## config.mk

```make
export PLATFORM = sky130hd
export DESIGN_NAME = fetch
export DESIGN_NICKNAME = d
export VERILOG_FILES = /design/src/rtl/rv_pkg.sv /design/src/rtl/fetch.sv
export SDC_FILE = /design/constraint.sdc
export NUM_CORES = 1
export LEC_CHECK = 0
export BUFFER_PORTS_ARGS = -buffer_cell sky130_fd_sc_hd__buf_2
export CAP_MARGIN = 0
export CORE_MARGIN = 5
export CORE_UTILIZATION = 45
export CTS_CLUSTER_SIZE = 8
export DETAILED_ROUTE_END_ITERATION = 16
export PLACE_DENSITY = 0.73
export SLEW_MARGIN = 10
export SYNTH_ARGS = -nofsm -noshare
export SYNTH_HDL_FRONTEND = slang
export SYNTH_SLANG_ARGS = --single-unit
```

## constraint.sdc

```tcl
create_clock -name clk -period 2.5 [get_ports clk]
set_clock_uncertainty 0.05 [all_clocks]
set_input_delay 0.125 -clock clk [delete_from_list [all_inputs] [get_ports clk]]
set_output_delay 0.125 -clock clk [all_outputs]
set_load 0.03 [all_outputs]
```

## src/rtl/rv_pkg.sv

```systemverilog
package rv_pkg;

  localparam int xlen       = 32;
  localparam int mem_words  = 256;
  localparam int mem_addr_w = 8;

  // ~~~~~~~~~~~~~~~~~~~~~~~~~~~~~~~~~~~~~~~~~~~~~~~~~~~~~~~~~~~~
  // Encodings
  // ~~~~~~~~~~~~~~~~~~~~~~~~~~~~~~~~~~~~~~~~~~~~~~~~~~~~~~~~~~~~

  typedef enum logic [6:0] {
    op_r   = 7'b0110011,
    op_i   = 7'b0010011,
    op_lw  = 7'b0000011,
    op_sw  = 7'b0100011,
    op_beq = 7'b1100011,
    op_jal = 7'b1101111
  } opcode_t;

  typedef enum logic [2:0] {
    alu_add, alu_sub, alu_and, alu_or, alu_slt
  } alu_op_t;

  typedef enum logic [3:0] {
    s_fetch, s_decode, s_mem_adr, s_mem_read, s_mem_wb, s_mem_write,
    s_execute_r, s_execute_i, s_alu_wb, s_branch, s_jump
  } fsm_state_t;

  typedef enum logic [1:0] {src_a_zero, src_a_old_pc, src_a_rs1} src_a_t;
  typedef enum logic [1:0] {src_b_rs2, src_b_imm, src_b_four} src_b_t;
  typedef enum logic [1:0] {res_alu_out, res_data, res_alu_result} result_src_t;
  typedef enum logic [1:0] {cls_add, cls_sub, cls_funct} alu_class_t; // Forced or decoded

  // ~~~~~~~~~~~~~~~~~~~~~~~~~~~~~~~~~~~~~~~~~~~~~~~~~~~~~~~~~~~~
  // Instruction formats
  // ~~~~~~~~~~~~~~~~~~~~~~~~~~~~~~~~~~~~~~~~~~~~~~~~~~~~~~~~~~~~

  typedef struct packed {
    logic [6:0] funct7;
    logic [4:0] rs2;
    logic [4:0] rs1;
    logic [2:0] funct3;
    logic [4:0] rd;
    opcode_t    opcode;
  } r_fmt_t;

  typedef struct packed {
    logic [11:0] imm;
    logic [4:0]  rs1;
    logic [2:0]  funct3;
    logic [4:0]  rd;
    opcode_t     opcode;
  } i_fmt_t;

  typedef struct packed {
    logic [6:0] imm_hi;
    logic [4:0] rs2;
    logic [4:0] rs1;
    logic [2:0] funct3;
    logic [4:0] imm_lo;
    opcode_t    opcode;
  } s_fmt_t;

  typedef struct packed {
    logic       imm12;
    logic [5:0] imm10_5;
    logic [4:0] rs2;
    logic [4:0] rs1;
    logic [2:0] funct3;
    logic [3:0] imm4_1;
    logic       imm11;
    opcode_t    opcode;
  } b_fmt_t;

  typedef struct packed {
    logic       imm20;
    logic [9:0] imm10_1;
    logic       imm11;
    logic [7:0] imm19_12;
    logic [4:0] rd;
    opcode_t    opcode;
  } j_fmt_t;

  typedef union packed {
    r_fmt_t r_fmt;
    i_fmt_t i_fmt;
    s_fmt_t s_fmt;
    b_fmt_t b_fmt;
    j_fmt_t j_fmt;
  } instr_t;

  // ~~~~~~~~~~~~~~~~~~~~~~~~~~~~~~~~~~~~~~~~~~~~~~~~~~~~~~~~~~~~
  // Control word and ports
  // ~~~~~~~~~~~~~~~~~~~~~~~~~~~~~~~~~~~~~~~~~~~~~~~~~~~~~~~~~~~~

  typedef struct packed {
    logic        adr_src;   // Data address instead of pc
    logic        ir_write;
    logic        reg_write;
    logic        mem_write;
    logic        pc_update;
    src_a_t      src_a;
    src_b_t      src_b;
    result_src_t result_src;
    alu_class_t  alu_op_class;
  } ctrl_t;

  typedef struct packed {
    logic                  valid;
    logic [mem_addr_w-1:0] addr;
    logic [xlen-1:0]       data;
  } prog_load_t;

  typedef struct packed {
    logic                  valid;
    logic [mem_addr_w-1:0] addr;
    logic [xlen-1:0]       data;
  } store_evt_t;

endpackage

```

## src/rtl/fetch.sv

```systemverilog
module fetch
  ( input  logic                    clk
  , input  logic                    reset
  , input  rv_pkg::ctrl_t           ctrl
  , input  logic [rv_pkg::xlen-1:0] rdata
  , input  logic [rv_pkg::xlen-1:0] result_data
  , output logic [rv_pkg::xlen-1:0] pc
  , output logic [rv_pkg::xlen-1:0] old_pc
  , output rv_pkg::instr_t          instr
  );

  logic [rv_pkg::xlen-1:0] next_pc;

  // Sequential step during fetch, otherwise the result path
  assign next_pc = ctrl.ir_write ? pc + 32'd4 : result_data;

  always_ff @(posedge clk) begin
    if (reset) begin
      pc <= '0;
    end else if (ctrl.pc_update) begin
      pc <= next_pc;
    end
  end

  always_ff @(posedge clk) begin
    if (ctrl.ir_write) begin
      old_pc <= pc; // Address of the instruction now in flight
      instr  <= rdata;
    end
  end

endmodule

```

==> summary.txt <==
Outcome
  • Outcome: finished clean

Placement
  • # placed instances: 601
  • I/O Buffers: 163
  • Placer Congestion: 0.813
  • DP HPWL: 8130 µm
  • Placement-stage cell area: 5020 µm²
  • Post-place setup slack: 0.440 ns

GRT
  • First-pass GRT wire length: 18900 µm
  • Initial antenna violation count: 0
  • Global route total overflow: 0
  • Vias in the first global route: 3672
  • Largest net degree at the start of global routing: 56
  • Gr usage total: 21.0%

Clocking
  • CTS tree: yes
  • Clock slew at the register clock pins of the worst setup and hold paths: 0.10 ns
  • Latest clock arrival within the worst-skew pair: 0.36 ns
  • CTS sink count: 96
  • Post_cts resized: 0
  • Cts bufs inserted: 9
  • Clock Path Buffers: 2
  • Htree depth: 3
  • Root buffer cell: clkbuf_8

Detailed routing
  • WL final: 11700 µm
  • Vias: 3621
  • Highest metal used: met4
  • Metal1 wirelength: 4850 µm
  • First-pass DRT Iterations: 4
  • WL per Instance: 17.9 µm
  • DRC errors left: 0
  • DR vias/cell: 5.54
  • Post-route ant nets: 0
  • WL met3: 952 µm
  • Metal2 WL: 5720 µm
  • 1st-iter DRT viols: 279

Floorplanning
  • Die height: 105 µm
  • Core region area: 8720 µm²
  • Die area: 11000 µm²
  • Ports: 175
  • DIE WIDTH: 105 µm
  • Core Rows: 34
  • Starting density of the core: 46.3%

Timing
  • Min Hold Slack: 0.0398 ns
  • Endpoints failing hold: 0
  • RSZ-0062 raised after global routing: no
  • Fin crit share: 84.3%
  • Fin crit period: 2.11 ns
  • Setup ws final: 0.392 ns
  • FMAX: 0.474 GHz
  • Final setup fails: 0
  • TNS Setup: 0 ns
  • Relative slew slack: 55.7%
  • Max Slew Vio Count: 0
  • Worst slew pin tran: 0.664 ns

Setup path
  • Reg2reg setup slack: 0.39 ns
  • CP max FO: 9
  • CP Launch Type: flip-flop
  • Critical Path End Type: flip-flop
  • Slowest stage delay, CP: 0.50 ns
  • FF-to-FF End: pc[22]
  • Critical path class: reg -> reg
  • Worst Reg-to-Reg Cells: 6
  • Worst r2r src: pc[2]
  • WP data arrival: 2.29 ns
  • Data required, critical path: 2.68 ns
  • Critical path, cell by cell: ha_1, nand4_1, nor4_4, buf_4, mux2i_1, o22ai_1
  • Max stage delay cell, worst path: dfxtp_1

Final layout
  • Syn-to-layout area delta: 38.2%
  • Final instance area: 5570 µm²
  • Layout cells sized above 1: 37.2%
  • Net count reported at finish: 621
  • Post-Layout Cell Count: 654
  • Fin util: 63.9%
  • Ant. Diodes: 0

Logic synthesis
  • Cell taking the most area after synthesis: edfxtp_1
  • Synth top area share: 47.6%
  • Net Count, Synth: 416
  • Synth async-reset ratio: 0%
  • Post-synth EDFFs: 64
  • Yosys reg bits: 96
  • Netlist Area Pre-Place: 4030 µm²
  • Ys Warns: 0
  • Distinct cells, synth: 57
  • Mapped Cells: 336
  • Dominant synthesized flop cell: edfxtp_1
  • Sequential share of the synthesized area: 63.5%
  • Avg Cell Area, Syn: 12.0 µm²
  • Leading post-synthesis cells by cell area: edfxtp_1, dfxtp_1, nand4_1

Power
  • Pwr Total: 3.42 mW
  • Static Leak: 2.27 nW
  • Switching part of the total: 30.1%
  • P_int: 2.39 mW
  • Combinational Power Share: 17.5%
  • NetSw: 1.03 mW
  • Clock group share of total power: 27.6%
  • Peak VDD IR: 0.273 mV
  • Seq pwr share: 55.0%
  • PD cells: 613 nW/µm²

Hold path
  • Hold Crit Class: in -> reg
  • Worst hold path cell count: 3
  • Hold Path End: pc[23]
  • Critical hold path startpoint: result_data[23]

Flow run
  • Max cap viols: 0
[critical path, delay by kind of cell, from the launching register on]
family / cells / cell delay [ns]
buffers and inverters: 1 / 0.22
adders and majority gates: 1 / 0.31
DFF: 1 / 0.50
muxes: 1 / 0.21
AOI/OAI and AO/OA: 1 / 0.09
and+or+nand+nor: 2 / 0.60
[cell families (layout without fill, tap and decap cells)]
logic type      Yosys count  in the layout  share of synthesized area [%]
compound gates           91             91                           16.0
flops                    96             96                           63.5
fa+ha+maj                 1              1                          0.310
mux                       4              4                          0.993
buf+inv                  31            241                           2.95
simple gates            113            113                           16.2
[metal layers]
metal,up-vias,GRT usage (%)
met5,-,0
met4,0,7.12
met3,14,4.25
met2,158,34.6
met1,1715,27.7
li1,1734,-
[state kept, by name (all words and copies together), names as in the netlist]
name and flops:
instr 32, old_pc 32, pc 32
[final cells by class]
| class | instances | area (µm²) |
|---|---|---|
| repair buffers | 216 | 1310 |
| clock inverters | 6 | 52.6 |
| fillers | 672 | 3150 |
| flip-flops and latches | 96 | 2560 |
| inverters | 9 | 33.8 |
| clock buffers | 10 | 128 |
| well taps | 108 | 135 |
| multi-input cells | 209 | 1350 |
[cells in the mapped netlist (6+ instances only)]
cell / n
edfxtp_1: 64
dfxtp_1: 32
nor2_1: 20
clkbuf_1: 19
a21oi_1: 16
nand2_1: 16
nand4_1: 14
o21ai_0: 13
a211oi_1: 11
nor3_1: 11
nand3_1: 9
inv_1: 8
nor2b_1: 7
nor4_1: 7
a31oi_1: 6
nand2b_1: 6
[cell usage in the layout, fill, tap and decap left out, drive strengths merged, types with 2 or more instances in the layout]
| cell | Yosys | final |
|---|---|---|
| o221ai | 4 | 4 |
| nand4 | 14 | 14 |
| dlygate4sd3 | 0 | 37 |
| a21oi | 16 | 16 |
| mux2i | 4 | 4 |
| o32ai | 2 | 2 |
| a31oi | 6 | 6 |
| or4 | 3 | 3 |
| buf | 3 | 179 |
| nor2 | 20 | 20 |
| a41o | 2 | 2 |
| o2bb2ai | 2 | 2 |
| o22ai | 3 | 3 |
| nand2 | 16 | 16 |
| a311oi | 5 | 5 |
| nor4 | 9 | 9 |
| nor2b | 7 | 7 |
| clkbuf | 19 | 10 |
| o21bai | 3 | 3 |
| and3 | 3 | 3 |
| and4 | 4 | 4 |
| a22oi | 5 | 5 |
| dfxtp | 32 | 32 |
| a2111oi | 3 | 3 |
| o21ai | 13 | 13 |
| edfxtp | 64 | 64 |
| inv | 8 | 10 |
| and2 | 2 | 2 |
| or3 | 2 | 2 |
| nand3b | 2 | 2 |
| a211oi | 11 | 11 |
| nand3 | 11 | 11 |
| a31o | 4 | 4 |
| nor3 | 11 | 11 |
| clkinvlp | 0 | 4 |
| nand2b | 6 | 6 |
[worst max-delay path by stage]
stage,startpoint,to,slack (ns)
2_1_floorplan,pc[2],pc[22],0.44
3_3_place_gp,pc[2],pc[22],0.50
3_5_place_dp,pc[2],pc[22],0.44
4_1_cts,pc[2],pc[22],0.41
5_1_grt,pc[3],pc[22],0.24
6_report,pc[2],pc[22],0.39
[power by group through the flow]
stage	Combinational, mW	Sequential, mW	Clock, mW
floorplan	0.127	2.12	0
global placement	0.545	1.91	0
detailed placement	0.553	1.92	0
CTS	0.600	1.88	0.968
global route	0.636	1.89	1.04
finish	0.597	1.88	0.942
[repair_timing]
item,in CTS,in global routing
hold buffers,37,0
buffers inserted,0,0
setup endpoints to repair,0,0
hold endpoints to repair,37,0
(Power assumes the default switching activity.)
