[config.mk]
export PLATFORM = sky130hd
export DESIGN_NAME = instr_decode
export DESIGN_NICKNAME = d
export VERILOG_FILES = /design/src/rtl/rv_pkg.sv /design/src/rtl/instr_decode.sv
export SDC_FILE = /design/constraint.sdc
export NUM_CORES = 2
export LEC_CHECK = 0
export ABC_AREA = 1
export BUFFER_PORTS_ARGS = -buffer_cell sky130_fd_sc_hd__buf_2
export CAP_MARGIN = 20
export CORE_UTILIZATION = 42
export DETAILED_ROUTE_END_ITERATION = 8
export PLACE_DENSITY_LB_ADDON = 0.12
export SLEW_MARGIN = 20
export SYNTH_ARGS = -nofsm -noshare
export SYNTH_HDL_FRONTEND = slang
export SYNTH_SLANG_ARGS = --single-unit
[constraint.sdc]
create_clock -name clk -period 2.13 [get_ports clk]
set_clock_uncertainty 0.05 [all_clocks]
set_input_delay 0 -clock clk [delete_from_list [all_inputs] [get_ports clk]]
set_output_delay 0 -clock clk [all_outputs]
set_load 0.005 [all_outputs]
[src/rtl/rv_pkg.sv]
package rv_pkg;

  localparam int xlen       = 32;
  localparam int mem_words  = 256;
  localparam int mem_addr_w = 8;

  // ~~~~~~~~~~~~~~~~~~~~~~~~~~~~~~~~~~~~~~~~~~~~~~~~~~~~~~~~~~~~
  // Encodings
  // ~~~~~~~~~~~~~~~~~~~~~~~~~~~~~~~~~~~~~~~~~~~~~~~~~~~~~~~~~~~~

  typedef enum logic [6:0] {
    op_r   = 7'b0110011,
    op_i   = 7'b0010011,
    op_lw  = 7'b0000011,
    op_sw  = 7'b0100011,
    op_beq = 7'b1100011,
    op_jal = 7'b1101111
  } opcode_t;

  typedef enum logic [2:0] {
    alu_add, alu_sub, alu_and, alu_or, alu_slt
  } alu_op_t;

  typedef enum logic [3:0] {
    s_fetch, s_decode, s_mem_adr, s_mem_read, s_mem_wb, s_mem_write,
    s_execute_r, s_execute_i, s_alu_wb, s_branch, s_jump
  } fsm_state_t;

  typedef enum logic [1:0] {src_a_zero, src_a_old_pc, src_a_rs1} src_a_t;
  typedef enum logic [1:0] {src_b_rs2, src_b_imm, src_b_four} src_b_t;
  typedef enum logic [1:0] {res_alu_out, res_data, res_alu_result} result_src_t;
  typedef enum logic [1:0] {cls_add, cls_sub, cls_funct} alu_class_t; // Forced or decoded

  // ~~~~~~~~~~~~~~~~~~~~~~~~~~~~~~~~~~~~~~~~~~~~~~~~~~~~~~~~~~~~
  // Instruction formats
  // ~~~~~~~~~~~~~~~~~~~~~~~~~~~~~~~~~~~~~~~~~~~~~~~~~~~~~~~~~~~~

  typedef struct packed {
    logic [6:0] funct7;
    logic [4:0] rs2;
    logic [4:0] rs1;
    logic [2:0] funct3;
    logic [4:0] rd;
    opcode_t    opcode;
  } r_fmt_t;

  typedef struct packed {
    logic [11:0] imm;
    logic [4:0]  rs1;
    logic [2:0]  funct3;
    logic [4:0]  rd;
    opcode_t     opcode;
  } i_fmt_t;

  typedef struct packed {
    logic [6:0] imm_hi;
    logic [4:0] rs2;
    logic [4:0] rs1;
    logic [2:0] funct3;
    logic [4:0] imm_lo;
    opcode_t    opcode;
  } s_fmt_t;

  typedef struct packed {
    logic       imm12;
    logic [5:0] imm10_5;
    logic [4:0] rs2;
    logic [4:0] rs1;
    logic [2:0] funct3;
    logic [3:0] imm4_1;
    logic       imm11;
    opcode_t    opcode;
  } b_fmt_t;

  typedef struct packed {
    logic       imm20;
    logic [9:0] imm10_1;
    logic       imm11;
    logic [7:0] imm19_12;
    logic [4:0] rd;
    opcode_t    opcode;
  } j_fmt_t;

  typedef union packed {
    r_fmt_t r_fmt;
    i_fmt_t i_fmt;
    s_fmt_t s_fmt;
    b_fmt_t b_fmt;
    j_fmt_t j_fmt;
  } instr_t;

  // ~~~~~~~~~~~~~~~~~~~~~~~~~~~~~~~~~~~~~~~~~~~~~~~~~~~~~~~~~~~~
  // Control word and ports
  // ~~~~~~~~~~~~~~~~~~~~~~~~~~~~~~~~~~~~~~~~~~~~~~~~~~~~~~~~~~~~

  typedef struct packed {
    logic        adr_src;   // Data address instead of pc
    logic        ir_write;
    logic        reg_write;
    logic        mem_write;
    logic        pc_update;
    src_a_t      src_a;
    src_b_t      src_b;
    result_src_t result_src;
    alu_class_t  alu_op_class;
  } ctrl_t;

  typedef struct packed {
    logic                  valid;
    logic [mem_addr_w-1:0] addr;
    logic [xlen-1:0]       data;
  } prog_load_t;

  typedef struct packed {
    logic                  valid;
    logic [mem_addr_w-1:0] addr;
    logic [xlen-1:0]       data;
  } store_evt_t;

endpackage

[src/rtl/instr_decode.sv]
module instr_decode
  ( input  logic                    clk
  , input  logic                    reset
  , input  rv_pkg::ctrl_t           ctrl
  , input  rv_pkg::instr_t          instr
  , input  logic [rv_pkg::xlen-1:0] result_data
  , output logic [rv_pkg::xlen-1:0] rs1
  , output logic [rv_pkg::xlen-1:0] rs2
  , output logic [rv_pkg::xlen-1:0] imm_ext
  , output rv_pkg::alu_op_t         alu_op
  );

  logic [rv_pkg::xlen-1:0] regs [32];

  // ~~~~~~~~~~~~~~~~~~~~~~~~~~~~~~~~~~~~~~~~~~~~~~~~~~~~~~~~~~~~
  // Register file
  // ~~~~~~~~~~~~~~~~~~~~~~~~~~~~~~~~~~~~~~~~~~~~~~~~~~~~~~~~~~~~

  always_ff @(posedge clk) begin
    if (reset) begin
      for (int i = 0; i < 32; i++) begin
        regs[i] <= '0;
      end
    end else if (ctrl.reg_write && instr.r_fmt.rd != 5'd0) begin // x0 stays zero
      regs[instr.r_fmt.rd] <= result_data;
    end
  end

  assign rs1 = regs[instr.r_fmt.rs1];
  assign rs2 = regs[instr.r_fmt.rs2];

  // ~~~~~~~~~~~~~~~~~~~~~~~~~~~~~~~~~~~~~~~~~~~~~~~~~~~~~~~~~~~~
  // Immediates
  // ~~~~~~~~~~~~~~~~~~~~~~~~~~~~~~~~~~~~~~~~~~~~~~~~~~~~~~~~~~~~

  always_comb begin
    case (instr.r_fmt.opcode)
      rv_pkg::op_sw: begin
        imm_ext = {{20{instr.s_fmt.imm_hi[6]}}, instr.s_fmt.imm_hi, instr.s_fmt.imm_lo};
      end
      rv_pkg::op_beq: begin
        imm_ext = {{19{instr.b_fmt.imm12}}, instr.b_fmt.imm12, instr.b_fmt.imm11,
                   instr.b_fmt.imm10_5, instr.b_fmt.imm4_1, 1'b0};
      end
      rv_pkg::op_jal: begin
        imm_ext = {{11{instr.j_fmt.imm20}}, instr.j_fmt.imm20, instr.j_fmt.imm19_12,
                   instr.j_fmt.imm11, instr.j_fmt.imm10_1, 1'b0};
      end
      default: imm_ext = {{20{instr.i_fmt.imm[11]}}, instr.i_fmt.imm}; // I-type and lw
    endcase
  end

  // ~~~~~~~~~~~~~~~~~~~~~~~~~~~~~~~~~~~~~~~~~~~~~~~~~~~~~~~~~~~~
  // ALU control
  // ~~~~~~~~~~~~~~~~~~~~~~~~~~~~~~~~~~~~~~~~~~~~~~~~~~~~~~~~~~~~

  always_comb begin
    case (ctrl.alu_op_class)
      rv_pkg::cls_add: alu_op = rv_pkg::alu_add;
      rv_pkg::cls_sub: alu_op = rv_pkg::alu_sub;
      default: begin
        case (instr.r_fmt.funct3)
          3'b000: begin
            // funct7 is part of the immediate for addi
            alu_op = (instr.r_fmt.opcode == rv_pkg::op_r && instr.r_fmt.funct7[5])
                   ? rv_pkg::alu_sub : rv_pkg::alu_add;
          end
          3'b010:  alu_op = rv_pkg::alu_slt;
          3'b110:  alu_op = rv_pkg::alu_or;
          3'b111:  alu_op = rv_pkg::alu_and;
          default: alu_op = rv_pkg::alu_add;
        endcase
      end
    endcase
  end

endmodule

==> flow_summary.json <==
{
  "status": "finished, violations left",
  "violations": "DRC, setup timing",
  "cts_max_path_buffers": 3,
  "hpwlAfterDp_mm": 143,
  "fp-row-count": 134,
  "critPathCaptureType": "output port",
  "fmax_mhz": 465,
  "p_seq_frac": 0.455,
  "stdcell_area_um2": 66400,
  "grt_pass1_vias": 50200,
  "crit_slowest_cell": "edfxtp_1",
  "area_growth_pct": 16.9,
  "synthCells": 7257,
  "layout_common_cells": "2794 x nand2_1, 1522 x nand3_1, 1024 x edfxtp_1, 996 x nor2_1, 237 x buf_4",
  "nNetsFinal": 7408,
  "vias": 54400,
  "crit_top_cell": "nand2_2",
  "core_um2": 134000,
  "path_buf_inv": 2,
  "rsz0062_at_grt": "true",
  "worstSetupEndpoint": "rs1[6]",
  "dr.pass1.iters": 8,
  "numCtsBuffers": 116,
  "slew_headroom": 0.378,
  "cp_data_arrival_time_ns": 2.10,
  "hold_viol_final": 0,
  "track_usage": 0.353,
  "ys_ff_latch": 1024,
  "path_class": "flop to output port",
  "tightest_slew_ns": 0.933,
  "synth_cell_types": 19,
  "place_area_um2": 61700,
  "hold_class": "input port to flop",
  "synthesis.area_um2": 56800,
  "grt_max_degree": 69,
  "yosys.area_share.simple": 0.399,
  "intPower_uw": 37600,
  "crit_chain": "nand2_1 > nand3_1 > nand3_2 > nand2_2 > nand2_2 > nand2_4 > nand2_2 > nand2_2 > buf_6 > buf_6",
  "overflow": 0,
  "sw_frac_of_total": 0.283,
  "routed_wirelength_mm": 246,
  "grt_pass1_wl_mm": 349,
  "routedWlPerCell_um": 26.8,
  "holdWs_ns": 0.0541,
  "power_switching_uw": 14900,
  "synth_top_cell_by_area": "edfxtp_1",
  "synthTopCellsByArea": "edfxtp_1 54%, nand2_1 20%, nand3_1 14%",
  "drc_errors": 10,
  "power_density_nw_per_um2": 790,
  "p_clk_frac": 0.394,
  "port_buffers": 157,
  "synth_top_family_by_area": "simple AND/OR/NAND/NOR gates",
  "final_common_cell": "nand2_1",
  "final.setup.worst_slack_ns": -0.0188,
  "avgSynthCellArea_um2": 7.83,
  "ys.warnings.count": 0,
  "ant_nets": 0,
  "layout-drive-gt1-share": 0.120,
  "dieHeight_um": 370,
  "pin_count": 178,
  "regMostFlops": "regs",
  "cp-startpoint": "regs[3][6]",
  "cts.clk_slew.worst_paths_ns": 0.06,
  "comb_power_share": 0.151,
  "synth_compound_area_frac": 0.00134,
  "crit_family": "simple AND/OR/NAND/NOR gates",
  "largest_register_ff_count": 1024,
  "die_w_um": 370,
  "htreeDepth": 3,
  "place_congestion": 0.899,
  "dieArea_um2": 137000,
  "maxCapViolations": 0,
  "start_util": 0.425,
  "muxShareOfSynthArea": 0,
  "fin_crit_ns": 2.15,
  "cts.sinks": 1024,
  "drt-initial-drc-count": 8237,
  "synth_largest_type_area_fraction": 0.541,
  "antenna_found_initial": 9,
  "crit_fanout": 2,
  "tns_ns": -0.0548,
  "worst-path-stages": 10,
  "synth.yosys.seq_area_share": 0.541,
  "postLayoutCoreUtil": 0.496,
  "cp-start-kind": "flop",
  "cp_data_required_time_ns": 2.08,
  "power_leakage_uw": 0.0283,
  "slew_violations": 0,
  "cts-root-buf": "clkbuf_16",
  "finalSetupViolCount": 4,
  "synth-xor-area-share": 0,
  "crit_path_max_incr_delay_ns": 0.40,
  "avgViaCountPerCell": 5.92,
  "cts_tree": "yes",
  "min_period_over_period": 1.01,
  "irDropWorstVdd_v": 0.000646,
  "synth_adder_area_share": 0,
  "reg_top3": "regs x1024"
}
-- power by group through the flow --
stage	registers, uW	clock network (uW)	logic, uW
2_1_floorplan	24100	0	4170
3_3_place_gp	24200	0	7440
3_5_place_dp	24200	0	7490
4_1_cts	23800	20800	7630
5_1_grt	24000	21600	8400
6_report	23900	20600	7920
-- per-layer routing --
metal | share of wire | routed length, um | up-vias | GRT usage
met5 | 0.00031 | 77 | - | 0
met4 | 0.053 | 13100 | 10 | 0.192
met3 | 0.12 | 30700 | 682 | 0.0796
met2 | 0.44 | 108000 | 3867 | 0.528
met1 | 0.39 | 95000 | 25900 | 0.475
li1 | - | - | 24000 | -
-- logic make-up (layout without fill, tap and decap cells) --
family                 count (synthesis)  count (layout)
and+or+nand+nor                     5510            5510
DFF                                 1024            1024
buffers and inverters                708             848
AOI/OAI and AO/OA                     14              14
other                                  1              34
-- cells in the mapped netlist --
| cell | n |
|---|---|
| o221ai_1 | 1 |
| clkbuf_1 | 223 |
| nand4_1 | 4 |
| buf_4 | 69 |
| nor4_1 | 1 |
| inv_2 | 1 |
| nand3_1 | 1542 |
| clkinv_1 | 2 |
| buf_2 | 325 |
| buf_1 | 32 |
| o31ai_1 | 1 |
| nor3_1 | 11 |
| inv_4 | 2 |
| conb_1 | 1 |
| inv_1 | 54 |
| o21ai_0 | 12 |
| nor2_1 | 996 |
| nand2_1 | 2956 |
| edfxtp_1 | 1024 |
-- repair_timing --
action	4_1_cts	5_1_grt
hold buffers	37	0
setup buffers	0	7
endpoints found under the setup margin	27	41
resized for setup	57	86
pin swaps	10	31
endpoints found under the hold margin	997	0
-- per-stage QoR --
stage                     total power [uW]  setup slack [ns]  instances
after floorplan                      28300             0.230       7288
after global placement               31700             0.234       8935
after detailed placement             31700             0.261       8935
after CTS                            52200           -0.0608       9189
after global routing                 53900           -0.0896       9197
final                                52400           -0.0188       9198
-- worst min-delay path by stage --
stage / from / to / slack (ns) / cells past startpoint
floorplan: instr[14] / alu_op[2] / -0.01 / 1
global placement: instr[29] / imm_ext[9] / -0.05 / 0
detailed placement: instr[29] / imm_ext[9] / -0.05 / 0
CTS: reset / regs[0][25] / 0.02 / 2
global route: reset / regs[0][1] / 0.05 / 2
finish: reset / regs[0][19] / 0.05 / 2
-- final cells by class --
class | count | area [um2]
diodes | 2 | 5.00
repair buffers | 572 | 5870
clock inverters | 77 | 815
flip-flops and latches | 1024 | 30700
inverters | 59 | 282
well taps | 1768 | 2210
multi-input cells | 5556 | 23400
clock buffers | 140 | 3010
fillers | 12600 | 67400
No activity file was read; power rests on OpenSTA's default activity.
