<file path="src/rtl/rv_pkg.sv">
package rv_pkg;

  localparam int xlen       = 32;
  localparam int mem_words  = 256;
  localparam int mem_addr_w = 8;

  // ~~~~~~~~~~~~~~~~~~~~~~~~~~~~~~~~~~~~~~~~~~~~~~~~~~~~~~~~~~~~
  // Encodings
  // ~~~~~~~~~~~~~~~~~~~~~~~~~~~~~~~~~~~~~~~~~~~~~~~~~~~~~~~~~~~~

  typedef enum logic [6:0] {
    op_r   = 7'b0110011,
    op_i   = 7'b0010011,
    op_lw  = 7'b0000011,
    op_sw  = 7'b0100011,
    op_beq = 7'b1100011,
    op_jal = 7'b1101111
  } opcode_t;

  typedef enum logic [2:0] {
    alu_add, alu_sub, alu_and, alu_or, alu_slt
  } alu_op_t;

  typedef enum logic [3:0] {
    s_fetch, s_decode, s_mem_adr, s_mem_read, s_mem_wb, s_mem_write,
    s_execute_r, s_execute_i, s_alu_wb, s_branch, s_jump
  } fsm_state_t;

  typedef enum logic [1:0] {src_a_zero, src_a_old_pc, src_a_rs1} src_a_t;
  typedef enum logic [1:0] {src_b_rs2, src_b_imm, src_b_four} src_b_t;
  typedef enum logic [1:0] {res_alu_out, res_data, res_alu_result} result_src_t;
  typedef enum logic [1:0] {cls_add, cls_sub, cls_funct} alu_class_t; // Forced or decoded

  // ~~~~~~~~~~~~~~~~~~~~~~~~~~~~~~~~~~~~~~~~~~~~~~~~~~~~~~~~~~~~
  // Instruction formats
  // ~~~~~~~~~~~~~~~~~~~~~~~~~~~~~~~~~~~~~~~~~~~~~~~~~~~~~~~~~~~~

  typedef struct packed {
    logic [6:0] funct7;
    logic [4:0] rs2;
    logic [4:0] rs1;
    logic [2:0] funct3;
    logic [4:0] rd;
    opcode_t    opcode;
  } r_fmt_t;

  typedef struct packed {
    logic [11:0] imm;
    logic [4:0]  rs1;
    logic [2:0]  funct3;
    logic [4:0]  rd;
    opcode_t     opcode;
  } i_fmt_t;

  typedef struct packed {
    logic [6:0] imm_hi;
    logic [4:0] rs2;
    logic [4:0] rs1;
    logic [2:0] funct3;
    logic [4:0] imm_lo;
    opcode_t    opcode;
  } s_fmt_t;

  typedef struct packed {
    logic       imm12;
    logic [5:0] imm10_5;
    logic [4:0] rs2;
    logic [4:0] rs1;
    logic [2:0] funct3;
    logic [3:0] imm4_1;
    logic       imm11;
    opcode_t    opcode;
  } b_fmt_t;

  typedef struct packed {
    logic       imm20;
    logic [9:0] imm10_1;
    logic       imm11;
    logic [7:0] imm19_12;
    logic [4:0] rd;
    opcode_t    opcode;
  } j_fmt_t;

  typedef union packed {
    r_fmt_t r_fmt;
    i_fmt_t i_fmt;
    s_fmt_t s_fmt;
    b_fmt_t b_fmt;
    j_fmt_t j_fmt;
  } instr_t;

  // ~~~~~~~~~~~~~~~~~~~~~~~~~~~~~~~~~~~~~~~~~~~~~~~~~~~~~~~~~~~~
  // Control word and ports
  // ~~~~~~~~~~~~~~~~~~~~~~~~~~~~~~~~~~~~~~~~~~~~~~~~~~~~~~~~~~~~

  typedef struct packed {
    logic        adr_src;   // Data address instead of pc
    logic        ir_write;
    logic        reg_write;
    logic        mem_write;
    logic        pc_update;
    src_a_t      src_a;
    src_b_t      src_b;
    result_src_t result_src;
    alu_class_t  alu_op_class;
  } ctrl_t;

  typedef struct packed {
    logic                  valid;
    logic [mem_addr_w-1:0] addr;
    logic [xlen-1:0]       data;
  } prog_load_t;

  typedef struct packed {
    logic                  valid;
    logic [mem_addr_w-1:0] addr;
    logic [xlen-1:0]       data;
  } store_evt_t;

endpackage

</file>
<file path="src/rtl/result.sv">
module result
  ( input  logic                    clk
  , input  rv_pkg::ctrl_t           ctrl
  , input  logic [rv_pkg::xlen-1:0] alu_result
  , input  logic [rv_pkg::xlen-1:0] alu_out
  , input  logic [rv_pkg::xlen-1:0] rdata
  , output logic [rv_pkg::xlen-1:0] result_data
  );

  logic [rv_pkg::xlen-1:0] data;

  always_ff @(posedge clk) begin
    data <= rdata; // Load data, used one state later
  end

  // Feeds writeback, the pc and the data address
  always_comb begin
    case (ctrl.result_src)
      rv_pkg::res_data:       result_data = data;
      rv_pkg::res_alu_result: result_data = alu_result;
      default:                result_data = alu_out;
    endcase
  end

endmodule

</file>
<file path="config.mk">
export PLATFORM = sky130hd
export DESIGN_NAME = result
export DESIGN_NICKNAME = d
export VERILOG_FILES = /design/src/rtl/rv_pkg.sv /design/src/rtl/result.sv
export SDC_FILE = /design/constraint.sdc
export NUM_CORES = 1
export LEC_CHECK = 0
export CORE_AREA = 2 2 54 56
export CTS_BUF_LIST = sky130_fd_sc_hd__clkbuf_16
export CTS_CLUSTER_DIAMETER = 150
export CTS_CLUSTER_SIZE = 30
export DETAILED_ROUTE_END_ITERATION = 12
export DIE_AREA = 0 0 56 58
export DONT_BUFFER_PORTS = 1
export GPL_TIMING_DRIVEN = 1
export MAX_ROUTING_LAYER = met4
export PLACE_DENSITY_LB_ADDON = 0.25
export SYNTH_ARGS = -nofsm -noshare
export SYNTH_HDL_FRONTEND = slang
export SYNTH_SLANG_ARGS = --single-unit
</file>
<file path="constraint.sdc">
create_clock -name clk -period 3.65 [get_ports clk]
set_input_delay 0.73 -clock clk [delete_from_list [all_inputs] [get_ports clk]]
set_output_delay 0.73 -clock clk [all_outputs]
set_load 0.02 [all_outputs]
</file>
==> impl_metrics.csv, run 1 <==
group,metric,value,unit
final_layout,largest_reg_flops,32,
final_layout,regMostFlops,"data",
power_and_ir_drop,p_int,0.647,mW
clock_network,clk_path_buf_depth,2,
global_route,grt_max_degree,65,
global_route,grt_overflow,0,
yosys,synth_top_area_share,49.9,%
floorplanning,die_w,56,um
clock_network,cts_sinks,32,
route,ant_nets,0,
yosys,synth_area_per_cell,8.86,um2
yosys,synth_fp_nets,257,
yosys,synthMuxAreaShare,0,%
route,totalWireLength,2930,um
final_layout,fillers,257,
placement,gp_congestion,0.727,
clock_network,postCtsSetupBuffers,0,
floorplanning,dieHeight,58,um
power_and_ir_drop,switchingPower,0.239,mW
placement,dp_cells,166,
final_layout,antennaDiodeCount,0,
route,drt_iter0_markers,34,
yosys,synth_top_family_by_area,"compound AO/OA/AOI/OAI gates",
outcome,status,"finished, final reports clean",
final_layout,drive_gt1_share,6.29,%
timing,hold_viol,0,
final_layout,final_cell_mix,"32 x a22oi_1, 32 x nand2_1, 32 x dfxtp_1",
global_route,gr-usage-all-layers,17.5,%
final_layout,final_cells,174,
route,vias,1020,
hold_path,hold_path_end,"data[31]$_DFF_P_",
power_and_ir_drop,power_density,636,nW/um2
floorplanning,initial_core_util,48.3,%
setup_path,start_kind,"primary input",
clock_network,cts_tree,"yes",
final_layout,syn2layout_area_growth,8.47,%
final_layout,fin_nets,254,
hold_path,hold_start,"rdata[31]",
yosys,ys_seq_elements,32,
route,drcViolationCount,0,
timing,worstMarginPinSlew,943,ps
setup_path,critPathArrivalTime,2190,ps
route,viasPerCell,5.86,
timing,fin_tns_setup,0,ps
power_and_ir_drop,p_leak,0.552,nW
hold_path,hp-class,"primary input to register",
global_route,grt_pass1_wl,4120,um
timing,finalSetupViolCount,0,
timing,layout_min_cycle_time,2920,ps
yosys,yosys.cell_types.count,10,
route,wl_per_cell,16.8,um
clock_network,cts-resized-gates,0,
timing,slew_headroom,37.1,%
yosys,yosys-top-cells-area,"dfxtp_1 50%, a22oi_1 19%, o21ai_1 12%",
yosys,synthSimpleGateAreaFrac,9.35,%
power_and_ir_drop,power.share.clock,41.9,%
power_and_ir_drop,ir_drop,0.000404,V
clock_network,cts_hold_buf,0,
timing,drv_slew,0,
global_route,grt_antenna_before_repair,0,
timing,hold_ws,484,ps
yosys,synth-compound-area-share,31.2,%
floorplanning,io_pins,142,
power_and_ir_drop,swShare,27.0,%
floorplanning,rows,19,
route,dr.pass1.iters,4,
yosys,ys_seq_area_share,49.9,%
floorplanning,fp.coreArea,2660,um2
hold_path,hold_depth,0,
yosys,ys.warnings.count,0,
yosys,syn_area,1280,um2
timing,period_share,79.9,%
setup_path,worstSetupPathType,"primary input to primary output",
clock_network,cts-root-buf,"clkbuf_16",
clock_network,h-tree-depth,2,
setup_path,path_max_fanout,64,
clock_network,clk_pin_slew_worst_paths,50,ps
power_and_ir_drop,seqPwrFrac,42.2,%
yosys,synth_top_area_cell,"dfxtp_1",
yosys,netlist_instances,145,
clock_network,cts_buffers,5,
final_layout,largestRegisters,"data x32",
timing,rsz0062_at_grt,"false",
floorplanning,die-area,3250,um2
flow_run,maxCapViolCount,0,
yosys,synthAdderAreaFrac,1.95,%
power_and_ir_drop,power,0.886,mW
setup_path,end_kind,"primary output",
placement,numPortBuffers,0,
power_and_ir_drop,combinationalPowerShare,15.8,%
timing,fmax,343,MHz
yosys,synthXorXnorAreaFrac,0,%
setup_path,required,2920,ps
global_route,grt_pass1_vias,889,
[final cells by class]
type / count / area, um2 / share of cell area [%]
Clock inverter: 3 / 11.3 / 0.808
Tap cell: 31 / 38.8 / 2.78
Timing Repair Buffer: 3 / 22.5 / 1.62
Inverter: 2 / 7.51 / 0.539
Sequential cell: 32 / 641 / 46.0
Clock buffer: 5 / 125 / 8.98
Multi-Input combinational cell: 98 / 548 / 39.3
[metal layers]
metal,share of wire [%],vias up,GRT usage [%]
li1,-,514,-
met1,37,431,17.7
met2,52,73,28.4
met3,10,2,8.26
met4,0.75,0,9.18
met5,0,-,-
[through the flow]
| step | setup slack, ps | util, % | instance area, um2 |
|---|---|---|---|
| finish | 732 | 52.3 | 1390 |
| global route | 591 | 52.3 | 1390 |
| CTS | 717 | 52.3 | 1390 |
| detailed placement | 727 | 47.2 | 1260 |
| global placement | 833 | 47.2 | 1260 |
| floorplan | 1240 | - | 1280 |
[worst max-delay path by stage]
stage | from | cells after the start | to
finish | ctrl[2] | 4 | result_data[29]
global route | ctrl[2] | 4 | result_data[29]
CTS | ctrl[2] | 4 | result_data[29]
detailed placement | ctrl[2] | 4 | result_data[29]
global placement | ctrl[2] | 4 | result_data[29]
floorplan | ctrl[2] | 5 | result_data[21]
[cell families (layout without fill, tap and decap cells)]
logic type	Yosys count	in the layout
compound gates	64	64
fa+ha+maj	2	2
buf+inv	15	13
flops	32	32
simple gates	32	32
[power by group through the flow]
stage          clock (mW)  sequential [mW]  combinational [mW]
2_1_floorplan           0            0.380               0.132
3_3_place_gp            0            0.380               0.139
3_5_place_dp            0            0.381               0.141
4_1_cts             0.382            0.374               0.142
5_1_grt             0.403            0.375               0.152
6_report            0.371            0.374               0.140
[cells in the mapped netlist]
| library cell | n |
|---|---|
| buf_6 | 3 |
| ha_1 | 2 |
| a22oi_1 | 32 |
| nand2_1 | 32 |
| o21ai_0 | 2 |
| inv_1 | 2 |
| dfxtp_1 | 32 |
| o21ai_1 | 30 |
| buf_2 | 7 |
| buf_4 | 3 |
[critical path, cell delays in order]
cell	delay, ps
inv_1	20
ha_2	940
o21ai_0	260
buf_4	220
No activity file was read; power rests on OpenSTA's default activity.
==> run 2, diff against run 1 <==
--- a/config.mk
+++ b/config.mk
@@ -5,12 +5,12 @@
 export SDC_FILE = /design/constraint.sdc
 export NUM_CORES = 1
 export LEC_CHECK = 0
-export CORE_AREA = 2 2 54 56
+export CORE_AREA = 2 2 55 57
 export CTS_BUF_LIST = sky130_fd_sc_hd__clkbuf_16
 export CTS_CLUSTER_DIAMETER = 150
 export CTS_CLUSTER_SIZE = 30
 export DETAILED_ROUTE_END_ITERATION = 12
-export DIE_AREA = 0 0 56 58
+export DIE_AREA = 0 0 57 59
 export DONT_BUFFER_PORTS = 1
 export GPL_TIMING_DRIVEN = 1
 export MAX_ROUTING_LAYER = met4
==> constraint.sdc (replaced) <==
create_clock -name clk -period 2.5 [get_ports clk]
set_input_delay 0.5 -clock clk [delete_from_list [all_inputs] [get_ports clk]]
set_output_delay 0.5 -clock clk [all_outputs]
set_load 0.02 [all_outputs]
==> run 2 against run 1 <==
Net effect:
- sequential cell count unchanged
- core utilization up 9.1 points
- clock power up 50%
- clock-buffer cell count unchanged
- power up 58%
- largest cell class unchanged
- highest routed layer unchanged
==> impl_metrics.csv, run 2 (synthesized netlist as in run 1, its figures left out) <==
group,metric,value,unit
outcome,status,"finished, final reports clean",
timing,drv_slew,0,
final_layout,drive_gt1_share,25.1,%
floorplanning,rows,19,
final_layout,largest_reg_flops,32,
timing,fmax,466,MHz
clock_network,cts_buffers,5,
final_layout,final_cell_mix,"33 x buf_4, 32 x a22oi_1, 32 x nand2_1, 32 x dfxtp_1, 30 x o21ai_1",
timing,worstMarginPinSlew,366,ps
final_layout,antennaDiodeCount,0,
route,wl_per_cell,16.5,um
global_route,grt_pass1_wl,5050,um
timing,period_share,85.9,%
power_and_ir_drop,p_leak,0.716,nW
floorplanning,io_pins,142,
route,m1WireLength,1230,um
placement,gp_congestion,0.673,
final_layout,syn2layout_area_growth,29.5,%
route,viasPerCell,5.90,
final_layout,final_cells,206,
clock_network,cts_sinks,32,
setup_path,critPathArrivalTime,1650,ps
setup_path,required,2000,ps
setup_path,worstSetupPathType,"primary input to primary output",
route,ant_nets,0,
timing,fin_tns_setup,0,ps
final_layout,regMostFlops,"data",
final_layout,final_common_cell,"buf_4",
timing,layout_min_cycle_time,2150,ps
flow_run,maxCapViolCount,0,
global_route,grt_pass1_vias,1157,
route,topRoutingLayerUsed,"met4",
route,drcViolationCount,0,
global_route,grt_overflow,0,
global_route,gr-usage-all-layers,20.7,%
final_layout,largestRegisters,"data x32",
clock_network,cts_tree,"yes",
clock_network,cts-root-buf,"clkbuf_16",
timing,rsz0062_at_grt,"false",
power_and_ir_drop,ir_drop,0.000630,V
hold_path,hp-class,"primary input to register",
timing,finalSetupViolCount,0,
placement,dp_cells,198,
floorplanning,dieHeight,59,um
floorplanning,die-area,3360,um2
route,dr.pass1.iters,4,
route,totalWireLength,3390,um
setup_path,end_kind,"primary output",
final_layout,fin_nets,286,
clock_network,clk_path_buf_depth,2,
timing,hold_ws,254,ps
floorplanning,fp.coreArea,2710,um2
timing,hold_viol,0,
global_route,grt_antenna_before_repair,0,
global_route,grt_max_degree,65,
clock_network,postCtsSetupBuffers,0,
setup_path,path_max_fanout,19,
setup_path,start_kind,"primary input",
placement,numPortBuffers,0,
clock_network,clk_pin_slew_worst_paths,50,ps
final_layout,fillers,240,
timing,slew_headroom,75.6,%
power_and_ir_drop,power_density,842,nW/um2
route,wl_met2,1790,um
route,drt_iter0_markers,58,
floorplanning,initial_core_util,47.4,%
route,routed-wl-met3,337,um
placement,hpwl,2570,um
floorplanning,die_w,57,um
clock_network,cts_hold_buf,0,
hold_path,hold_depth,0,
power_and_ir_drop,power,1.40,mW
route,vias,1216,
clock_network,h-tree-depth,2,
run 2: cell types whose count changed in the layout (fill, tap and decap cells not counted), sizes merged:
| cell | before | now |
|---|---|---|
| clkinv | 1 | 3 |
| inv | 4 | 2 |
| buf | 3 | 35 |
run 2: cell type report:
type / instances / area (um2) / area share [%]
multi-input cells: 98 / 551 / 33.1
inverters: 2 / 7.51 / 0.451
well taps: 31 / 38.8 / 2.33
clock inverters: 3 / 13.8 / 0.827
repair buffers: 35 / 288 / 17.3
flip-flops and latches: 32 / 641 / 38.5
clock buffers: 5 / 125 / 7.52
run 2: report_power, final:
| part | switching [mW] | leakage [nW] | internal (mW) | total [mW] |
|---|---|---|---|---|
| registers | 0.00799 | 0.270 | 0.539 | 0.547 |
| logic | 0.174 | 0.375 | 0.123 | 0.297 |
| clock network | 0.196 | 0.0710 | 0.360 | 0.556 |
| total | 0.378 | 0.716 | 1.02 | 1.40 |
run 2: path summary, 6_finish.rpt:
kind         endpoint     start
min   data[5]$_DFF_P_  rdata[5]
max   result_data[17]   ctrl[3]
run 2: worst max-delay path, cell delays in order:
cell,delay (ps)
inv_1,40
ha_2,400
buf_4,270
a22oi_1,110
o21ai_1,160
buf_4,160
run 2: per-stage QoR:
step	worst slack [ps]	util, %	cell area, um2
after floorplan	550	-	1280
after global placement	176	56.2	1520
after detailed placement	124	56.2	1520
after CTS	111	61.3	1660
after global routing	234	61.4	1660
final	353	61.4	1660
run 2: layer usage:
metal  global-route usage, %  up-vias
met1                    19.3      559
met4                    8.31        0
met5                       -        -
li1                        -      579
met3                    8.95        4
met2                    37.4       74
run 2: what timing repair did:
item,CTS,global route
setup endpoints to repair,0,3
hold endpoints to repair,0,0
gates resized for setup,0,1
