<file path="src/rtl/rv_pkg.sv">
package rv_pkg;

  localparam int xlen       = 32;
  localparam int mem_words  = 256;
  localparam int mem_addr_w = 8;

  // ~~~~~~~~~~~~~~~~~~~~~~~~~~~~~~~~~~~~~~~~~~~~~~~~~~~~~~~~~~~~
  // Encodings
  // ~~~~~~~~~~~~~~~~~~~~~~~~~~~~~~~~~~~~~~~~~~~~~~~~~~~~~~~~~~~~

  typedef enum logic [6:0] {
    op_r   = 7'b0110011,
    op_i   = 7'b0010011,
    op_lw  = 7'b0000011,
    op_sw  = 7'b0100011,
    op_beq = 7'b1100011,
    op_jal = 7'b1101111
  } opcode_t;

  typedef enum logic [2:0] {
    alu_add, alu_sub, alu_and, alu_or, alu_slt
  } alu_op_t;

  typedef enum logic [3:0] {
    s_fetch, s_decode, s_mem_adr, s_mem_read, s_mem_wb, s_mem_write,
    s_execute_r, s_execute_i, s_alu_wb, s_branch, s_jump
  } fsm_state_t;

  typedef enum logic [1:0] {src_a_zero, src_a_old_pc, src_a_rs1} src_a_t;
  typedef enum logic [1:0] {src_b_rs2, src_b_imm, src_b_four} src_b_t;
  typedef enum logic [1:0] {res_alu_out, res_data, res_alu_result} result_src_t;
  typedef enum logic [1:0] {cls_add, cls_sub, cls_funct} alu_class_t; // Forced or decoded

  // ~~~~~~~~~~~~~~~~~~~~~~~~~~~~~~~~~~~~~~~~~~~~~~~~~~~~~~~~~~~~
  // Instruction formats
  // ~~~~~~~~~~~~~~~~~~~~~~~~~~~~~~~~~~~~~~~~~~~~~~~~~~~~~~~~~~~~

  typedef struct packed {
    logic [6:0] funct7;
    logic [4:0] rs2;
    logic [4:0] rs1;
    logic [2:0] funct3;
    logic [4:0] rd;
    opcode_t    opcode;
  } r_fmt_t;

  typedef struct packed {
    logic [11:0] imm;
    logic [4:0]  rs1;
    logic [2:0]  funct3;
    logic [4:0]  rd;
    opcode_t     opcode;
  } i_fmt_t;

  typedef struct packed {
    logic [6:0] imm_hi;
    logic [4:0] rs2;
    logic [4:0] rs1;
    logic [2:0] funct3;
    logic [4:0] imm_lo;
    opcode_t    opcode;
  } s_fmt_t;

  typedef struct packed {
    logic       imm12;
    logic [5:0] imm10_5;
    logic [4:0] rs2;
    logic [4:0] rs1;
    logic [2:0] funct3;
    logic [3:0] imm4_1;
    logic       imm11;
    opcode_t    opcode;
  } b_fmt_t;

  typedef struct packed {
    logic       imm20;
    logic [9:0] imm10_1;
    logic       imm11;
    logic [7:0] imm19_12;
    logic [4:0] rd;
    opcode_t    opcode;
  } j_fmt_t;

  typedef union packed {
    r_fmt_t r_fmt;
    i_fmt_t i_fmt;
    s_fmt_t s_fmt;
    b_fmt_t b_fmt;
    j_fmt_t j_fmt;
  } instr_t;

  // ~~~~~~~~~~~~~~~~~~~~~~~~~~~~~~~~~~~~~~~~~~~~~~~~~~~~~~~~~~~~
  // Control word and ports
  // ~~~~~~~~~~~~~~~~~~~~~~~~~~~~~~~~~~~~~~~~~~~~~~~~~~~~~~~~~~~~

  typedef struct packed {
    logic        adr_src;   // Data address instead of pc
    logic        ir_write;
    logic        reg_write;
    logic        mem_write;
    logic        pc_update;
    src_a_t      src_a;
    src_b_t      src_b;
    result_src_t result_src;
    alu_class_t  alu_op_class;
  } ctrl_t;

  typedef struct packed {
    logic                  valid;
    logic [mem_addr_w-1:0] addr;
    logic [xlen-1:0]       data;
  } prog_load_t;

  typedef struct packed {
    logic                  valid;
    logic [mem_addr_w-1:0] addr;
    logic [xlen-1:0]       data;
  } store_evt_t;

endpackage

</file>
<file path="src/rtl/control_fsm.sv">
module control_fsm
  ( input  logic            clk
  , input  logic            reset
  , input  rv_pkg::opcode_t opcode
  , input  logic            zero
  , output rv_pkg::ctrl_t   ctrl
  );

  rv_pkg::fsm_state_t state;
  rv_pkg::fsm_state_t state_next;

  always_ff @(posedge clk) begin
    if (reset) begin
      state <= rv_pkg::s_fetch;
    end else begin
      state <= state_next;
    end
  end

  // ~~~~~~~~~~~~~~~~~~~~~~~~~~~~~~~~~~~~~~~~~~~~~~~~~~~~~~~~~~~~
  // State graph
  // ~~~~~~~~~~~~~~~~~~~~~~~~~~~~~~~~~~~~~~~~~~~~~~~~~~~~~~~~~~~~

  always_comb begin
    state_next = rv_pkg::s_fetch;
    case (state)
      rv_pkg::s_fetch: state_next = rv_pkg::s_decode;
      rv_pkg::s_decode: begin
        case (opcode)
          rv_pkg::op_lw,
          rv_pkg::op_sw:  state_next = rv_pkg::s_mem_adr;
          rv_pkg::op_r:   state_next = rv_pkg::s_execute_r;
          rv_pkg::op_i:   state_next = rv_pkg::s_execute_i;
          rv_pkg::op_beq: state_next = rv_pkg::s_branch;
          rv_pkg::op_jal: state_next = rv_pkg::s_jump;
          default:        state_next = rv_pkg::s_fetch; // Unsupported, skip it
        endcase
      end
      rv_pkg::s_mem_adr: begin
        state_next = (opcode == rv_pkg::op_lw) ? rv_pkg::s_mem_read : rv_pkg::s_mem_write;
      end
      rv_pkg::s_mem_read:  state_next = rv_pkg::s_mem_wb;
      rv_pkg::s_execute_r: state_next = rv_pkg::s_alu_wb;
      rv_pkg::s_execute_i: state_next = rv_pkg::s_alu_wb;
      rv_pkg::s_jump:      state_next = rv_pkg::s_alu_wb; // Link written next
      default:             state_next = rv_pkg::s_fetch;
    endcase
  end

  // ~~~~~~~~~~~~~~~~~~~~~~~~~~~~~~~~~~~~~~~~~~~~~~~~~~~~~~~~~~~~
  // Control word per state
  // ~~~~~~~~~~~~~~~~~~~~~~~~~~~~~~~~~~~~~~~~~~~~~~~~~~~~~~~~~~~~

  always_comb begin
    ctrl = '0;
    case (state)
      rv_pkg::s_fetch: begin
        ctrl.ir_write  = 1'b1;
        ctrl.pc_update = 1'b1; // pc + 4
      end
      rv_pkg::s_decode: begin
        ctrl.src_a = rv_pkg::src_a_old_pc; // Branch target into alu_out
        ctrl.src_b = rv_pkg::src_b_imm;
      end
      rv_pkg::s_mem_adr: begin
        ctrl.src_a = rv_pkg::src_a_rs1;
        ctrl.src_b = rv_pkg::src_b_imm;
      end
      rv_pkg::s_mem_read: begin
        ctrl.adr_src    = 1'b1;
        ctrl.result_src = rv_pkg::res_alu_out;
      end
      rv_pkg::s_mem_wb: begin
        ctrl.result_src = rv_pkg::res_data;
        ctrl.reg_write  = 1'b1;
      end
      rv_pkg::s_mem_write: begin
        ctrl.adr_src    = 1'b1;
        ctrl.result_src = rv_pkg::res_alu_out;
        ctrl.mem_write  = 1'b1;
      end
      rv_pkg::s_execute_r: begin
        ctrl.src_a        = rv_pkg::src_a_rs1;
        ctrl.src_b        = rv_pkg::src_b_rs2;
        ctrl.alu_op_class = rv_pkg::cls_funct;
      end
      rv_pkg::s_execute_i: begin
        ctrl.src_a        = rv_pkg::src_a_rs1;
        ctrl.src_b        = rv_pkg::src_b_imm;
        ctrl.alu_op_class = rv_pkg::cls_funct;
      end
      rv_pkg::s_alu_wb: begin
        ctrl.result_src = rv_pkg::res_alu_out;
        ctrl.reg_write  = 1'b1;
      end
      rv_pkg::s_branch: begin
        ctrl.src_a        = rv_pkg::src_a_rs1;
        ctrl.src_b        = rv_pkg::src_b_rs2;
        ctrl.alu_op_class = rv_pkg::cls_sub;
        ctrl.result_src   = rv_pkg::res_alu_out;
        ctrl.pc_update    = zero; // Taken only on equal
      end
      rv_pkg::s_jump: begin
        ctrl.src_a      = rv_pkg::src_a_old_pc; // Link value old_pc + 4
        ctrl.src_b      = rv_pkg::src_b_four;
        ctrl.result_src = rv_pkg::res_alu_out;
        ctrl.pc_update  = 1'b1;
      end
      default: ctrl = '0;
    endcase
  end

endmodule

</file>
<file path="config.mk">
export PLATFORM = sky130hd
export DESIGN_NAME = control_fsm
export DESIGN_NICKNAME = d
export VERILOG_FILES = /design/src/rtl/rv_pkg.sv /design/src/rtl/control_fsm.sv
export SDC_FILE = /design/constraint.sdc
export NUM_CORES = 1
export LEC_CHECK = 0
export BUFFER_PORTS_ARGS = -buffer_cell sky130_fd_sc_hd__buf_4
export CORE_MARGIN = 5
export CORE_UTILIZATION = 25
export DETAILED_ROUTE_END_ITERATION = 16
export GPL_TIMING_DRIVEN = 0
export PLACE_DENSITY_LB_ADDON = 0.2
export SLEW_MARGIN = 10
export SYNTH_ARGS = -nofsm -noshare
export SYNTH_HDL_FRONTEND = slang
export SYNTH_SLANG_ARGS = --single-unit
</file>
<file path="constraint.sdc">
create_clock -name clk -period 1.5 [get_ports clk]
set_clock_uncertainty 0.05 [all_clocks]
set_input_delay 0.375 -clock clk [delete_from_list [all_inputs] [get_ports clk]]
set_output_delay 0.375 -clock clk [all_outputs]
set_load 0.005 [all_outputs]
</file>
==> impl_metrics.tcl, run 1 <==
set metrics [dict create \
    startpoint_type "flip-flop" \
    hpwl_um 962 \
    grt_max_degree 10 \
    cts.path.max_buffers 2 \
    wirelength_um 1510 \
    fmax_ghz 0.607 \
    hold_ws_ns 0.249 \
    slew_viol_final 0 \
    antenna_found_initial 0 \
    grt_use_total_pct 12.5 \
    cts_inserted_buffers 3 \
    cp_top_family "flip-flops" \
    ir_drop_mv 0.461 \
    synth.avg_cell_area_sq_um 7.32 \
    core_sq_mm 0.00169 \
    die_x_um 51.6 \
    rsz0062_at_grt "true" \
    worstHoldPathType "input port to flip-flop" \
    htree_levels 1 \
    yosysSeqAreaShare_pct 18.6 \
    reg_top3 "state x4" \
    vias 582 \
    endpoint_kind "output port" \
    wl_per_cell_um 13.5 \
    overflow 0 \
    grt_pass1_vias 601 \
    slowest_stage "dfxtp_2" \
    drive_gt1_share_pct 67.4 \
    cp_cell_sequence "buf_6 > and2b_2 > nor3_2 > a211oi_2 > buf_4" \
    power_density_mw_per_mm2 412 \
    nets 107 \
    root_buffer "clkbuf_4" \
    clkSlewWorstSetupHoldPaths_ns 0.04 \
    synth_seq_cells 4 \
    worstPathArrival_ns 1.22 \
    cts_sinks 4 \
    port_buffers 21 \
    worst_skew_pair.late_latency_ns 0.23 \
    synth_top_area_cell "dfxtp_1" \
    cp_slowest_stage_delay_ns 0.32 \
    ant_nets 0 \
    violations "negative setup slack" \
    netlist-cell-type-count 29 \
    row_count 15 \
    synth_cells 59 \
    initial_core_util_pct 25.6 \
    post-route-cell-area_sq_um 858 \
    async_flop_share_pct 0 \
    drtPass1Iterations 2 \
    yosys-top-cells-count "nor3_1, a21oi_1, dfxtp_1, nand2_1, nor2_1" \
    finalHoldViolCount 0 \
    ios 23 \
    power_leakage_uw 0.000372 \
    dp_slack_ns -0.0593 \
    outcome "finished with violations" \
    setup_ws_ns -0.148 \
    crit_required_ns 1.07 \
    first_iter_violations 7 \
    top_register "state" \
    synth_top_area_share_pct 18.6 \
    netlist_top_cells_area "dfxtp_1, nor3_1, nand3b_1" \
    viasPerCell 5.20 \
    synth_edf_count 0 \
    synth-main-ff-cell "dfxtp_1" \
    gp_congestion 0.756 \
    grt_pass1_wl_um 2490 \
    path_buf_inv 2 \
    die_h_um 51.6 \
    area_growth_pct 98.8 \
    cts_tree "built" \
    finalSetupViolations 10 \
    placed_area_sq_um 611 \
    hold_buffers 0 \
    min_period_ns 1.65 \
    largest_reg_flops 4 \
    yosys_warnings 0 \
    syn_area_sq_um 432 \
    syn_nets 69 \
    die_area_sq_mm 0.00266 \
    critPathMaxFanout 7 \
    worstSetupPathType "flip-flop to output port" \
    yosys.cell_count.top_type "nor3_1" \
    drv_cap 0 \
    drc 0 \
    diodes 0 \
    post-route-period-util_pct 110 \
]
-- per-layer routing --
layer / share of wire [%] / GRT usage (%) / routed length (um) / vias up
li1: - / - / - / 291
met1: 42 / 13.3 / 640 / 268
met2: 51 / 23.3 / 769 / 21
met3: 5.1 / 3.44 / 77 / 2
met4: 1.5 / 4.37 / 23 / 0
met5: 0 / 0 / 0 / -
-- worst reg2reg max path, delay by kind of cell, from the launching register on --
kind                   cells  cell delay (ns)
buffers and inverters      2             0.26
AO/OA/AOI/OAI              2             0.28
flip-flops                 1             0.31
AND/OR/NAND/NOR            1             0.22
-- layout by cell type, fill, tap and decap left out, types with 3 or more instances in the layout --
cell      synthesis  final
buf_4             2     30
nor2_1            4      4
buf_6             0      8
a31oi_1           3      3
nand3b_1          3      3
a21oi_1           4      3
clkbuf_4          0      3
nand2_1           4      3
-- stage by stage --
| stage | cells | utilization, % | power, uW | setup TNS [ns] |
|---|---|---|---|---|
| finish | 112 | 50.8 | 354 | -0.752 |
| floorplan | 59 | - | 158 | 0 |
| global route | 112 | 50.8 | 386 | -1.63 |
| global placement | 97 | 36.1 | 203 | -0.0499 |
| detailed placement | 97 | 36.1 | 204 | -0.0975 |
| CTS | 112 | 48.8 | 361 | -0.770 |
-- worst paths after layout --
kind	startpoint	endpoint	slack, ns	depth (start not counted)
min reg2reg	state[2]$_SDFF_PP0_	state[0]$_SDFF_PP0_	0.54	2
max reg2reg	state[1]$_SDFF_PP0_	state[3]$_SDFF_PP0_	0.24	5
min	reset	state[3]$_SDFF_PP0_	0.25	2
max	state[1]$_SDFF_PP0_	ctrl[4]	-0.15	5
-- cell type report --
cell class	count	area, sq um
fill	177	831
multi-input combinational	47	395
timing repair buffer	33	263
sequential	4	90.1
buffer	5	52.6
clock buffer	3	22.5
tap	17	21.3
inverter	3	13.8
-- power by group --
group,internal [uW],switching [uW]
logic,65.0,46.7
registers,108,4.18
clock network,89.3,40.9
total,262,91.8
-- cells by family (layout without fill, tap and decap cells) --
family	count (synthesis)	after routing	synth area share, %
and+or+nand+nor	30	30	45.8
xor gates and xnor gates	2	2	4.06
other	1	1	0.869
DFF	4	4	18.6
buffers and inverters	8	44	9.56
AOI/OAI and AO/OA	14	14	21.2
-- repair_timing --
action                     CTS  global route
resized for setup           35             7
hold endpoints to repair     0             0
pin swaps                    6             3
gates cloned                 2             0
setup buffers               10             0
setup endpoints to repair   12            12
Note: power is estimated with default switching activity, not from simulation.
==> run 2, diff against run 1 <==
Settings changed: ABC_AREA from default to 1, RECOVER_POWER from default to 25.
==> run 2 against run 1 <==
The run still ends with negative setup slack left; setup slack improved by 0.071 ns; highest routed layer is now met3; critical path depth rose by 1; largest cell class unchanged; area after synthesis rose by 12%; routed wire length fell by 12%; final cell count rose by 28%; sequential share of layout area rose by 0.68 points.
==> impl_metrics.tcl, run 2 <==
set metrics [dict create \
    synth.avg_cell_area_sq_um 5.62 \
    placed_area_sq_um 672 \
    first_iter_violations 5 \
    setup_ws_ns -0.0774 \
    area_growth_pct 71.5 \
    cts_tree "built" \
    htree_levels 1 \
    drtPass1Iterations 5 \
    fillers 182 \
    reg_top3 "state x4" \
    top_register "state" \
    yosys.cell_count.top_type "nand2_1" \
    power_density_mw_per_mm2 426 \
    netlist-cell-type-count 20 \
    min_period_ns 1.58 \
    worstSetupPathType "flip-flop to output port" \
    slew_viol_final 0 \
    ios 23 \
    syn_nets 96 \
    synth-main-ff-cell "dfxtp_1" \
    whs_path_depth 2 \
    synth_top_area_share_pct 17.9 \
    fin_cells 143 \
    syn_area_sq_um 483 \
    ant_nets 0 \
    antenna_found_initial 0 \
    drc 0 \
    setup_tns_ns -0.205 \
    ir_drop_mv 0.325 \
    critPathMaxFanout 5 \
    yosys-top-cells-count "nand2_1, nor2_1, inv_1, nand3_1, inv_2" \
    finalSetupViolations 5 \
    power_leakage_uw 0.000440 \
    endpoint_kind "output port" \
    crit_required_ns 1.07 \
    worstHoldPathType "input port to flip-flop" \
    cts_inserted_buffers 3 \
    drive_gt1_share_pct 55.1 \
    drv_cap 0 \
    overflow 0 \
    worst_skew_pair.late_latency_ns 0.23 \
    gp_congestion 0.745 \
    die_area_sq_mm 0.00291 \
    grt_use_total_pct 9.73 \
    post-route-period-util_pct 105 \
    synth_edf_count 0 \
    netlist_top_cells_area "nand2_1, dfxtp_1, nor2_1" \
    finalHoldViolCount 0 \
    rsz0062_at_grt "true" \
    dp_cells 132 \
    die_h_um 54.0 \
    root_buffer "clkbuf_4" \
    diodes 0 \
    viasPerCell 4.36 \
    synth_seq_cells 4 \
    vias 624 \
    outcome "finished with violations" \
    synth_top_area_cell "nand2_1" \
    yosysSeqAreaShare_pct 16.6 \
    grt_pass1_wl_um 2140 \
    fin_util_pct 46.5 \
    row_count 15 \
    port_buffers 21 \
    async_flop_share_pct 0 \
    clkSlewWorstSetupHoldPaths_ns 0.04 \
    final_common_cell "buf_4" \
    hpwl_um 1070 \
    synth_cells 86 \
    initial_core_util_pct 27.1 \
    yosys_warnings 0 \
    r2r_cells 7 \
    wirelength_um 1330 \
    grt_pass1_vias 558 \
    largest_reg_flops 4 \
    post-route-cell-area_sq_um 828 \
    grt_max_degree 6 \
    core_sq_mm 0.00178 \
    startpoint_type "flip-flop" \
    nets 130 \
    die_x_um 54.0 \
    fmax_ghz 0.634 \
    worstPathArrival_ns 1.15 \
    mostFrequentLayoutCells "buf_4, nand2_1, nor2_1" \
    r2r_slack_ns 0.29 \
    cts_sinks 4 \
    wl_per_cell_um 9.27 \
    violations "negative setup slack" \
    cts.path.max_buffers 2 \
    hold_buffers 0 \
]
run 2: final cells by class:
type,instances,area (sq um),share of cell area (%)
buffer,1,7.51,0.906
multi-input combinational,63,373,45.0
inverter,18,83.8,10.1
clock buffer,3,22.5,2.72
tap,25,31.3,3.78
timing repair buffer,29,218,26.3
sequential,4,92.6,11.2
run 2: per-layer routing:
| layer | vias to the layer above | track usage (%) | routed length, um |
|---|---|---|---|
| met5 | - | 0 | 0 |
| met2 | 24 | 17.9 | 651 |
| met1 | 274 | 11.7 | 565 |
| met3 | 0 | 1.94 | 109 |
| met4 | 0 | 1.28 | 0 |
| li1 | 326 | - | - |
run 2: power by group:
part	internal [uW]	switching [uW]	total [uW]
clock	89.1	39.4	129
combinational	58.6	55.1	114
sequential	106	4.50	111
total	254	99.0	353
run 2: repair_timing:
action | CTS | global route
gates resized for setup | 16 | 8
gates cloned | 0 | 0
pin swaps | 5 | 1
setup endpoints to repair | 6 | 10
endpoints found under the hold margin | 0 | 0
buffers inserted | 5 | 3
run 2: path summary, 6_finish.rpt:
| path | start | to |
|---|---|---|
| worst max-delay path | state[2]$_SDFF_PP0_ | ctrl[4] |
| worst min-delay path | reset | state[0]$_SDFF_PP0_ |
| worst max register to register | state[2]$_SDFF_PP0_ | state[3]$_SDFF_PP0_ |
| worst min register to register | state[0]$_SDFF_PP0_ | state[2]$_SDFF_PP0_ |
run 2: worst max-delay path, cell delays in order (launching register included):
cell and delay, ns:
dfxtp_4 0.36, inv_4 0.08, nand2_8 0.07, nor2_4 0.12, inv_2 0.04, o211ai_1 0.09, buf_4 0.14
run 2: cell families (layout without fill, tap and decap cells):
family	after synthesis	in the layout	synth area share, %
flops	4	4	16.6
simple gates	55	55	57.3
compound gates	7	7	8.55
other cells	1	1	0.776
buf+inv	19	51	16.8
run 2: stage by stage:
step | hold WS [ns] | setup WS (ns) | total power (uW)
2_1_floorplan | 0.394 | 0.240 | 162
3_3_place_gp | 0.519 | 0.0744 | 206
3_5_place_dp | 0.520 | 0.0718 | 207
4_1_cts | 0.270 | -0.0635 | 349
5_1_grt | 0.274 | -0.130 | 378
6_report | 0.270 | -0.0774 | 353
